**config.mk**
```make
export PLATFORM = sky130hd
export DESIGN_NAME = sprite_display_top
export DESIGN_NICKNAME = d
export VERILOG_FILES = /design/src/design/sprite_pkg.sv /design/src/design/display_timing.sv /design/src/design/sprite_regs.sv /design/src/design/sprite_inline.sv /design/src/design/pixel_paint.sv /design/src/design/sprite_display_top.sv
export SDC_FILE = /design/constraint.sdc
export NUM_CORES = 1
export LEC_CHECK = 0
export BUFFER_PORTS_ARGS = -buffer_cell sky130_fd_sc_hd__buf_2
export CAP_MARGIN = 25
export CORE_ASPECT_RATIO = 1.75
export CORE_MARGIN = 2
export CORE_UTILIZATION = 40
export CTS_CLUSTER_SIZE = 16
export DETAILED_ROUTE_END_ITERATION = 7
export SETUP_SLACK_MARGIN = 0.2
export SLEW_MARGIN = 20
export SYNTH_ARGS = -nofsm -noshare
export SYNTH_HDL_FRONTEND = slang
export SYNTH_HIERARCHICAL = 1
export SYNTH_SLANG_ARGS = --single-unit
```
**constraint.sdc**
```tcl
create_clock -name clk_pix -period 4.4 [get_ports clk_pix]
set_clock_uncertainty 0.1 [all_clocks]
set_input_delay 0.88 -clock clk_pix [delete_from_list [all_inputs] [get_ports clk_pix]]
set_output_delay 0.88 -clock clk_pix [all_outputs]
set_load 0.03 [all_outputs]
```
**src/design/sprite_pkg.sv**
```systemverilog
// shared constants for the sprite display
// coordinate width, register map, register word union, reset defaults

package sprite_pkg;

    // signed screen coordinate width
    parameter int cord_w = 16;

    // active area
    parameter int h_res = 640;  // pixels per line
    parameter int v_res = 480;  // lines per frame

    // register addresses
    parameter logic [1:0] reg_addr_pos = 2'd0;  // x in upper half, y in lower
    parameter logic [1:0] reg_addr_col = 2'd1;  // fg and bg, 4-bit rgb each
    parameter logic [1:0] reg_addr_ctl = 2'd2;  // bit 0 is sprite enable

    // one 32-bit write word decoded as position or as colour pair
    typedef union packed {
        struct packed {
            logic signed [cord_w-1:0] x;  // sprite left column
            logic signed [cord_w-1:0] y;  // sprite top line
        } pos;
        struct packed {
            logic [7:0]  rsvd;  // unused
            logic [11:0] fg;    // sprite colour
            logic [11:0] bg;    // background colour
        } col;
    } sprite_word_t;

    // reset defaults
    parameter logic signed [cord_w-1:0] def_sprx = 16'sd32;
    parameter logic signed [cord_w-1:0] def_spry = 16'sd16;
    parameter logic [11:0] def_fg = 12'hFC0;  // yellow
    parameter logic [11:0] def_bg = 12'h137;  // blue

endpackage

```
**src/design/display_timing.sv**
```systemverilog
// 640x480 display timing
// signed coordinates with blanking at negative values, de, frame and line pulses

`timescale 1ns/1ps

module display_timing (
    input  wire logic clk_pix,  // pixel clock
    input  wire logic rst_n,    // async reset, active low
    output      logic signed [sprite_pkg::cord_w-1:0] sx,  // horizontal position
    output      logic signed [sprite_pkg::cord_w-1:0] sy,  // vertical position
    output      logic de,     // data enable, low in blanking
    output      logic frame,  // one cycle at start of frame
    output      logic line    // one cycle at start of line
);

    // blanking starts, horizontal 160 pixels and vertical 45 lines
    localparam int h_sta = -160;
    localparam int v_sta = -45;

    // raw counters, outputs follow one cycle behind
    logic signed [sprite_pkg::cord_w-1:0] x;
    logic signed [sprite_pkg::cord_w-1:0] y;

    // step x every clock, y at the end of each line
    always_ff @(posedge clk_pix or negedge rst_n) begin
        if (!rst_n) begin
            x <= sprite_pkg::cord_w'(h_sta);
            y <= sprite_pkg::cord_w'(v_sta);
        end else begin
            if (x == sprite_pkg::h_res - 1) begin
                x <= sprite_pkg::cord_w'(h_sta);  // wrap into hblank
                if (y == sprite_pkg::v_res - 1) begin
                    y <= sprite_pkg::cord_w'(v_sta);  // back to top
                end else begin
                    y <= y + 1'b1;
                end
            end else begin
                x <= x + 1'b1;
            end
        end
    end

    // decoded strobes, registered so they line up with sx and sy
    always_ff @(posedge clk_pix or negedge rst_n) begin
        if (!rst_n) begin
            de    <= 1'b0;
            frame <= 1'b0;
            line  <= 1'b0;
        end else begin
            de    <= (x >= 0) && (y >= 0);       // both inside active area
            frame <= (x == h_sta) && (y == v_sta);  // first blanking pixel
            line  <= (x == h_sta);
        end
    end

    // coordinate outputs
    always_ff @(posedge clk_pix) begin
        sx <= x;
        sy <= y;
    end

endmodule

```
**src/design/sprite_regs.sv**
```systemverilog
// sprite control registers
// pending copy takes writes, live copy follows at the frame pulse

`timescale 1ns/1ps

module sprite_regs (
    input  wire logic clk_pix,     // pixel clock
    input  wire logic rst_n,       // async reset, active low
    input  wire logic reg_we,      // write strobe, one cycle
    input  wire logic [1:0] reg_addr,            // register select
    input  wire sprite_pkg::sprite_word_t reg_wdata,  // write word
    input  wire logic frame,       // apply pending values
    output      logic signed [sprite_pkg::cord_w-1:0] sprx,  // live x
    output      logic signed [sprite_pkg::cord_w-1:0] spry,  // live y
    output      logic [11:0] fg,   // live sprite colour
    output      logic [11:0] bg,   // live background colour
    output      logic enable       // live sprite enable
);

    // pending copy
    logic signed [sprite_pkg::cord_w-1:0] pend_x;
    logic signed [sprite_pkg::cord_w-1:0] pend_y;
    logic [11:0] pend_fg;
    logic [11:0] pend_bg;
    logic pend_en;

    // write decode, view picked by address
    always_ff @(posedge clk_pix or negedge rst_n) begin
        if (!rst_n) begin
            pend_x  <= sprite_pkg::def_sprx;
            pend_y  <= sprite_pkg::def_spry;
            pend_fg <= sprite_pkg::def_fg;
            pend_bg <= sprite_pkg::def_bg;
            pend_en <= 1'b1;  // sprite shown out of reset
        end else if (reg_we) begin
            case (reg_addr)
                sprite_pkg::reg_addr_pos: begin
                    pend_x <= reg_wdata.pos.x;
                    pend_y <= reg_wdata.pos.y;
                end
                sprite_pkg::reg_addr_col: begin
                    pend_fg <= reg_wdata.col.fg;
                    pend_bg <= reg_wdata.col.bg;
                end
                sprite_pkg::reg_addr_ctl: begin
                    pend_en <= reg_wdata[0];
                end
                default: begin
                    // address 3 is a hole, write dropped
                end
            endcase
        end
    end

    // all fields move together so no frame is torn
    always_ff @(posedge clk_pix or negedge rst_n) begin
        if (!rst_n) begin
            sprx   <= sprite_pkg::def_sprx;
            spry   <= sprite_pkg::def_spry;
            fg     <= sprite_pkg::def_fg;
            bg     <= sprite_pkg::def_bg;
            enable <= 1'b1;
        end else if (frame) begin
            sprx   <= pend_x;  // a write on this same edge waits a frame
            spry   <= pend_y;
            fg     <= pend_fg;
            bg     <= pend_bg;
            enable <= pend_en;
        end
    end

endmodule

```
**src/design/sprite_inline.sv**
```systemverilog
// single sprite engine with the 8x8 F bitmap held inline
// row latched per line, bit index stepped every sprite_scale pixels, 2 stage pipe

`timescale 1ns/1ps

module sprite_inline #(
    parameter int sprite_scale = 4  // integer magnification, 1, 2 or 4
) (
    input  wire logic clk_pix,  // pixel clock
    input  wire logic rst_n,    // async reset, active low
    input  wire logic signed [sprite_pkg::cord_w-1:0] sx,    // screen x
    input  wire logic signed [sprite_pkg::cord_w-1:0] sy,    // screen y
    input  wire logic de,       // data enable
    input  wire logic frame,    // start of frame
    input  wire logic line,     // start of line
    input  wire logic signed [sprite_pkg::cord_w-1:0] sprx,  // sprite left
    input  wire logic signed [sprite_pkg::cord_w-1:0] spry,  // sprite top
    input  wire logic enable,   // sprite on
    output      logic pix,      // bitmap bit under the pixel
    output      logic drawing,  // pixel falls inside the sprite
    output      logic signed [sprite_pkg::cord_w-1:0] sx_o,  // sx, 2 cycles late
    output      logic signed [sprite_pkg::cord_w-1:0] sy_o,  // sy, 2 cycles late
    output      logic de_o,     // de, 2 cycles late
    output      logic frame_o   // frame, 2 cycles late
);

    localparam int spr_w    = 8;
    localparam int spr_h    = 8;
    localparam int scale_sh = $clog2(sprite_scale);
    localparam int sub_w    = (sprite_scale > 1) ? scale_sh : 1;

    logic signed [sprite_pkg::cord_w-1:0] dy;  // line offset into sprite
    logic [sprite_pkg::cord_w-1:0] dy_scaled;  // offset in bitmap rows
    logic [2:0] row_idx;
    logic [7:0] row_rom;   // bitmap lookup, msb is leftmost
    logic [7:0] row_bits;  // row for the current line
    logic row_hit;         // current line crosses the sprite

    always_comb begin
        dy        = sy - spry;
        dy_scaled = dy >> scale_sh;
        row_idx   = dy_scaled[2:0];
    end

    // the F glyph
    always_comb begin
        case (row_idx)
            3'd0, 3'd1: row_rom = 8'b1111_1111;  // top bar
            3'd4:       row_rom = 8'b1111_1100;  // middle bar
            default:    row_rom = 8'b1000_0000;  // stem only
        endcase
    end

    // row check once per line, in hblank
    always_ff @(posedge clk_pix or negedge rst_n) begin
        if (!rst_n) begin
            row_hit  <= 1'b0;
            row_bits <= '0;
        end else if (line) begin
            row_hit  <= (dy >= 0) && (dy < spr_h * sprite_scale);
            row_bits <= row_rom;
        end
    end

    // horizontal walk state, describes the pixel one stage down
    logic run;
    logic [2:0] bit_idx;
    logic [sub_w-1:0] sub_cnt;  // pixels spent on the current bit
    logic active_x;
    logic start;
    logic run_n;
    logic [2:0] bit_n;
    logic [sub_w-1:0] sub_n;

    always_comb begin
        active_x = (sx >= 0) && (sx < sprite_pkg::h_res);
        start    = row_hit && active_x && (sx == sprx);
        run_n    = run;
        bit_n    = bit_idx;
        sub_n    = sub_cnt;
        if (!active_x) begin
            run_n = 1'b0;  // right edge clips, nothing wraps
        end else if (start) begin
            run_n = 1'b1;
            bit_n = '0;
            sub_n = '0;
        end else if (run) begin
            if (sub_cnt == sub_w'(sprite_scale - 1)) begin
                sub_n = '0;
                if (bit_idx == 3'(spr_w - 1)) begin
                    run_n = 1'b0;  // all 8 bits shown
                end else begin
                    bit_n = bit_idx + 3'd1;
                end
            end else begin
                sub_n = sub_cnt + 1'b1;
            end
        end
    end

    // stage 1 and stage 2 control
    logic de_d1;
    logic frame_d1;

    always_ff @(posedge clk_pix or negedge rst_n) begin
        if (!rst_n) begin
            run      <= 1'b0;
            bit_idx  <= '0;
            sub_cnt  <= '0;
            de_d1    <= 1'b0;
            frame_d1 <= 1'b0;
            pix      <= 1'b0;
            drawing  <= 1'b0;
            de_o     <= 1'b0;
            frame_o  <= 1'b0;
        end else begin
            run      <= run_n;
            bit_idx  <= bit_n;
            sub_cnt  <= sub_n;
            de_d1    <= de;
            frame_d1 <= frame;
            pix      <= row_bits[3'd7 - bit_idx];  // walk left to right
            drawing  <= run && enable;
            de_o     <= de_d1;
            frame_o  <= frame_d1;
        end
    end

    // coordinates follow the same 2 stages
    logic signed [sprite_pkg::cord_w-1:0] sx_d1;
    logic signed [sprite_pkg::cord_w-1:0] sy_d1;

    always_ff @(posedge clk_pix) begin
        sx_d1 <= sx;
        sy_d1 <= sy;
        sx_o  <= sx_d1;
        sy_o  <= sy_d1;
    end

endmodule

```
**src/design/pixel_paint.sv**
```systemverilog
// paint stage with colour select, blanking and 4 to 8 bit widening
// registered output for the SDL viewer

`timescale 1ns/1ps

module pixel_paint (
    input  wire logic clk_pix,  // pixel clock
    input  wire logic rst_n,    // async reset, active low
    input  wire logic signed [sprite_pkg::cord_w-1:0] sx,  // aligned x
    input  wire logic signed [sprite_pkg::cord_w-1:0] sy,  // aligned y
    input  wire logic de,       // aligned data enable
    input  wire logic frame,    // aligned frame start
    input  wire logic drawing,  // inside sprite
    input  wire logic pix,      // bitmap bit
    input  wire logic [11:0] fg,  // sprite colour
    input  wire logic [11:0] bg,  // background colour
    output      logic signed [sprite_pkg::cord_w-1:0] sdl_sx,  // SDL x
    output      logic signed [sprite_pkg::cord_w-1:0] sdl_sy,  // SDL y
    output      logic sdl_de,       // SDL data enable
    output      logic sdl_frame,    // SDL frame start
    output      logic [7:0] sdl_r,  // red
    output      logic [7:0] sdl_g,  // green
    output      logic [7:0] sdl_b   // blue
);

    logic [11:0] paint;  // chosen 4-bit rgb
    logic [11:0] disp;   // black in blanking

    always_comb begin
        paint = (drawing && pix) ? fg : bg;
        disp  = de ? paint : 12'h000;
    end

    always_ff @(posedge clk_pix or negedge rst_n) begin
        if (!rst_n) begin
            sdl_de    <= 1'b0;
            sdl_frame <= 1'b0;
            sdl_r     <= '0;
            sdl_g     <= '0;
            sdl_b     <= '0;
        end else begin
            sdl_de    <= de;
            sdl_frame <= frame;
            sdl_r     <= {2{disp[11:8]}};  // nibble repeated so F becomes FF
            sdl_g     <= {2{disp[7:4]}};
            sdl_b     <= {2{disp[3:0]}};
        end
    end

    // coordinates ride along
    always_ff @(posedge clk_pix) begin
        sdl_sx <= sx;
        sdl_sy <= sy;
    end

endmodule

```
**src/design/sprite_display_top.sv**
```systemverilog
// sprite display top level
// timing, register block, sprite engine and paint stage

`timescale 1ns/1ps

module sprite_display_top #(
    parameter int sprite_scale = 4  // sprite magnification
) (
    input  wire logic clk_pix,    // pixel clock
    input  wire logic rst_n,      // async reset, active low
    input  wire logic reg_we,     // register write strobe
    input  wire logic [1:0] reg_addr,                 // register select
    input  wire sprite_pkg::sprite_word_t reg_wdata,  // register data
    output      logic signed [sprite_pkg::cord_w-1:0] sdl_sx,  // SDL x
    output      logic signed [sprite_pkg::cord_w-1:0] sdl_sy,  // SDL y
    output      logic sdl_de,       // SDL data enable
    output      logic sdl_frame,    // SDL frame start
    output      logic [7:0] sdl_r,  // red
    output      logic [7:0] sdl_g,  // green
    output      logic [7:0] sdl_b   // blue
);

    // raw timing
    logic signed [sprite_pkg::cord_w-1:0] sx;
    logic signed [sprite_pkg::cord_w-1:0] sy;
    logic de;
    logic frame;
    logic line;

    // live register values
    logic signed [sprite_pkg::cord_w-1:0] sprx;
    logic signed [sprite_pkg::cord_w-1:0] spry;
    logic [11:0] fg;
    logic [11:0] bg;
    logic enable;

    // sprite output bundle, 2 cycles behind timing
    logic pix;
    logic drawing;
    logic signed [sprite_pkg::cord_w-1:0] spr_sx;
    logic signed [sprite_pkg::cord_w-1:0] spr_sy;
    logic spr_de;
    logic spr_frame;  // also the register update point, after the last pixel

    display_timing i_display_timing (
        .clk_pix (clk_pix),
        .rst_n   (rst_n),
        .sx      (sx),
        .sy      (sy),
        .de      (de),
        .frame   (frame),
        .line    (line)
    );

    sprite_regs i_sprite_regs (
        .clk_pix   (clk_pix),
        .rst_n     (rst_n),
        .reg_we    (reg_we),
        .reg_addr  (reg_addr),
        .reg_wdata (reg_wdata),
        .frame     (spr_frame),  // delayed pulse so paint never mixes frames
        .sprx      (sprx),
        .spry      (spry),
        .fg        (fg),
        .bg        (bg),
        .enable    (enable)
    );

    sprite_inline #(
        .sprite_scale (sprite_scale)
    ) i_sprite_inline (
        .clk_pix (clk_pix),
        .rst_n   (rst_n),
        .sx      (sx),
        .sy      (sy),
        .de      (de),
        .frame   (frame),
        .line    (line),
        .sprx    (sprx),
        .spry    (spry),
        .enable  (enable),
        .pix     (pix),
        .drawing (drawing),
        .sx_o    (spr_sx),
        .sy_o    (spr_sy),
        .de_o    (spr_de),
        .frame_o (spr_frame)
    );

    pixel_paint i_pixel_paint (
        .clk_pix   (clk_pix),
        .rst_n     (rst_n),
        .sx        (spr_sx),
        .sy        (spr_sy),
        .de        (spr_de),
        .frame     (spr_frame),
        .drawing   (drawing),
        .pix       (pix),
        .fg        (fg),
        .bg        (bg),
        .sdl_sx    (sdl_sx),
        .sdl_sy    (sdl_sy),
        .sdl_de    (sdl_de),
        .sdl_frame (sdl_frame),
        .sdl_r     (sdl_r),
        .sdl_g     (sdl_g),
        .sdl_b     (sdl_b)
    );

endmodule

```
==> impl.org <==
** Logic synthesis
- Syn_area_per_cell :: about 13 µm²
- Sequential element share of the synthesized area :: a little under two thirds
- Yosys printed 6 warnings.
- Synthesized-area fraction occupied by ao, oa, aoi and oai cells :: under 10%
- For this run, asynchronously set or reset flops after synthesis account for around three fifths.
- Count of distinct cell types in the synthesized netlist :: between 70 and 80
- Main combinational cell family by area after synthesis :: multiplexers
- Synthesized instance count :: between 800 and 900
- In the synthesized netlist the dominant register cell turns out to be sky130_fd_sc_hd__dfxtp_1.
- #FFs+latches synth :: 307
- The portion of synthesized area spent on multiplexers is between 10% and 20%.
- When the netlist entered floorplanning its net count stood at around 900.
- After Yosys synthesis, XOR and XNOR cells account for under 10% of the synthesized area.
- Post-synth EDFFs :: 0
- After Yosys synthesis, full adders, half adders and majority gates account for under 10% of the synthesized area.
- Post-synthesis share of cell area spent on and, or, nand and nor gates :: 9.80%
- Netlist area before placement :: between 10000 and 15000 µm²

** Clock network
- TritonCTS clock tree :: built
- The root buffer cell chosen for the clock tree is sky130_fd_sc_hd__clkbuf_16.
- Number of instances resized during post-cts repair :: 0
- The longest clock path from root to sink contains 3 buffers.
- Clock-pin slew was measured on the worst setup and hold paths at roughly 0.07 ns.
- Clock Sinks :: approximately 300
- Buffers inserted during clock tree synthesis total 27.
- Once the clock tree was built, the setup fixing pass inserted 0 buffers.
- For the worst-skew pair, the clock arrives at the later sink with an insertion delay of roughly 0.55 ns.
- Number of H-tree branching levels :: 1
- Hold repair after CTS inserted 0 buffers.

** Worst setup path
- Crit Path Class :: reg2reg
- Critical Path RT :: roughly 4.8 ns
- For flop-to-flop paths, the worst setup slack is 1.81 ns.
- Origin of the critical flop-to-flop path :: i_sprite_regs/spry[0]
- Register-to-Register Path Depth :: 9
- Data on the critical path arrives at its endpoint at approximately 3.0 ns.
- Worst setup SP type :: flip-flop
- Top fanout value on the critical path :: 4
- Nature of the critical path endpoint :: flip-flop
- Worst R2R End :: i_sprite_inline/row_hit

** Finish
- Excluding fillers, the count of instances in the completed layout stands at approximately 1300.
- Number of antenna cells inserted :: 0
- Most used cells in the layout excluding fill and tap cells :: sky130_fd_sc_hd__dfxtp_1 (128), sky130_fd_sc_hd__dfrtp_1 (125), sky130_fd_sc_hd__mux2_2 (117)
- For this run, the post-layout net count is between 900 and 1000.
- In the final layout, flip-flops and latches occupy 7110 µm².
- The multi-input combinational cells in the finished layout cover a total of 3720 µm².
- After filler insertion, the fill cell instance count of the layout stands at roughly 2600.
- Relative to the synthesized area, the layout overhead comes to 15.2%.
- Most common cell after layout, fill and taps aside :: sky130_fd_sc_hd__dfxtp_1
- Fraction of layout cells with a size suffix above 1 :: between 30% and 40%

** Detailed routing
- The count of nets left with antenna violations once routing finished came out at 0.
- Via/cell ratio :: 4.87
- Total via count after detailed routing :: 6429
- Final WL :: 22000 µm
- After detailed routing, the number of remaining DRC violations is 0.
- Mean routed wirelength per cell :: around 17 µm
- The first detailed-routing pass ran for 4 iterations.
- In this run, the number of DRC markers left after iteration 0 of detailed routing was between 300 and 400.

** Job
- Across the run, the number of max-cap violations was 0.

** Global route
- Largest net degree at the start of global routing :: 91
- The first global-routing pass estimated 35400 µm of wire.
- Via count of the first global-routing pass :: around 6600
- Initial antenna violation count :: 0
- For this run, the total global-route usage over all layers was measured as approximately 16%.
- Global route total overflow :: 0

** Hold path
- Hold WC Path Type :: reg2reg
- Beginning of the worst hold path :: i_sprite_inline/sy_o[13]
- For hold timing, the worst endpoint is i_pixel_paint/sdl_sy[13].
- The worst hold path was traced through 0 stages.

** STA
- Unrepaired setup endpoints after global routing :: no
- Maximum clock frequency :: 386 MHz
- Total of endpoints with negative setup slack in the final report :: 0
- Of the available clock period, the critical path in the final layout requires roughly three fifths.
- For the final routed database, the setup TNS stands at 0 ns.
- Max transition margin :: around two fifths
- Counting I/O delays and the setup requirement, the final critical path takes approximately 2.6 ns.
- For the pin with the worst max-slew slack, the measured transition is just over 0.9 ns.
- Final Hold Vio Count :: 0
- Max-slew violation count :: 0

** Pwr
- Cell leakage power :: between 5 and 6 nW
- Total power density per cell area :: between 400 and 500 nW/µm²
- Peak supply drop :: 0.251 mV
- Power Total :: around 5.6 mW

** Place
- In this run, placement finished with an instance count of about 1300.
- Hpwl dp :: 15500 µm
- Count of input and output buffers :: between 90 and 100
- The congestion estimate from routability-driven global placement came to 0.880.

** Floorplanning
- Initial cell density of the core :: between 40% and 50%
- Vertical die dimension :: 225 µm
- Die outline area :: 29300 µm²
- I/O pin total :: 95
- Chip width :: about 130 µm
- In this run the standard cell core region covers 27800 µm².
- The initialized floorplan defines 81 standard-cell rows.

** Run status
- Run status :: complete, no violations
## kinds of logic after synthesis
logic type / after synthesis
xor gates and xnor gates: 33
DFF: 307
and+or+nand+nor: 190
adders and majority gates: 23
AOI/OAI and AO/OA: 95
buffers and inverters: 61
muxes: 121
## routing by layer
metal / wire, µm / vias up / part of all wire, % / track usage (%)
met5: 0 / - / 0 / 0
met4: 530 / 0 / 2.4 / 5.80
met3: 678 / 29 / 3.1 / 1.99
met2: 12000 / 111 / 54 / 28.3
met1: 8820 / 3164 / 40 / 18.4
li1: - / 3125 / - / -
## worst max-delay path, cell delays in order, from the launching register on
cell and delay (ns):
sky130_fd_sc_hd__dfrtp_1 0.38, sky130_fd_sc_hd__ha_1 0.24, sky130_fd_sc_hd__fa_1 0.39, sky130_fd_sc_hd__nand2b_1 0.19
sky130_fd_sc_hd__a21oi_1 0.26, sky130_fd_sc_hd__o31ai_2 0.13, sky130_fd_sc_hd__a21boi_0 0.17, sky130_fd_sc_hd__nor4b_4 0.29
sky130_fd_sc_hd__a41oi_1 0.14, sky130_fd_sc_hd__nor3_1 0.21
## synth_stat cells (6+ instances only)
master	n	area share (%)
sky130_fd_sc_hd__dfxtp_1	128	23
sky130_fd_sc_hd__nor3_1	12	0.54
sky130_fd_sc_hd__mux2_2	117	12
sky130_fd_sc_hd__o21ai_1	6	0.27
sky130_fd_sc_hd__dfstp_2	53	12
sky130_fd_sc_hd__nand4_1	25	1.4
sky130_fd_sc_hd__nor2_1	30	1.0
sky130_fd_sc_hd__o21ai_2	10	0.78
sky130_fd_sc_hd__a21oi_1	14	0.63
sky130_fd_sc_hd__xnor2_1	24	1.9
sky130_fd_sc_hd__buf_4	14	0.94
sky130_fd_sc_hd__inv_1	27	0.91
sky130_fd_sc_hd__nor4_1	11	0.62
sky130_fd_sc_hd__xor2_1	9	0.71
sky130_fd_sc_hd__or3_1	7	0.39
sky130_fd_sc_hd__nand3_1	15	0.67
sky130_fd_sc_hd__buf_2	10	0.45
sky130_fd_sc_hd__ha_1	22	2.5
sky130_fd_sc_hd__nand2_1	41	1.4
sky130_fd_sc_hd__o21ai_0	13	0.58
sky130_fd_sc_hd__nand2b_1	7	0.39
sky130_fd_sc_hd__dfrtp_1	126	28
## cell type report
| class | count | area share (%) |
|---|---|---|
| flip-flops and latches | 307 | 55.2 |
| multi-input cells | 462 | 28.9 |
| clock buffers | 35 | 5.96 |
| repair buffers | 101 | 4.21 |
| well taps | 373 | 3.63 |
| clock inverters | 15 | 1.33 |
| inverters | 27 | 0.787 |
## how the worst max path moves through the flow
| stage | from | to | slack [ns] | cells after the start |
|---|---|---|---|---|
| CTS | i_sprite_regs/spry[0] | i_sprite_inline/row_hit | 1.79 | 9 |
| global route | i_display_timing/sy[0] | i_sprite_inline/row_hit | 1.57 | 10 |
| global placement | i_display_timing/sy[0] | i_sprite_inline/row_hit | 1.90 | 10 |
| floorplan | i_sprite_regs/spry[0] | i_sprite_inline/row_hit | 2.03 | 9 |
| detailed placement | i_display_timing/sy[0] | i_sprite_inline/row_hit | 1.81 | 10 |
| finish | i_sprite_regs/spry[0] | i_sprite_inline/row_hit | 1.81 | 9 |
## report_power, final
group / switching (mW) / total [mW] / internal [mW] / leakage [nW]
clock: 1.05 / 2.47 / 1.42 / 0.464
sequential: 0.0464 / 2.97 / 2.92 / 3.23
combinational: 0.0747 / 0.168 / 0.0934 / 1.97
## stage by stage
stage / hold WS, ns / instance area, µm² / worst slack [ns] / util, %
finish: 0.225 / 12900 / 1.81 / 46.4
global route: 0.226 / 12900 / 1.57 / 46.4
CTS: 0.226 / 12900 / 1.79 / 46.4
detailed placement: 0.212 / 11900 / 1.81 / 43.0
global placement: 0.210 / 11900 / 1.90 / 43.0
floorplan: 0.210 / 11200 / 2.03 / -
Note: power is estimated with default switching activity, not from simulation.
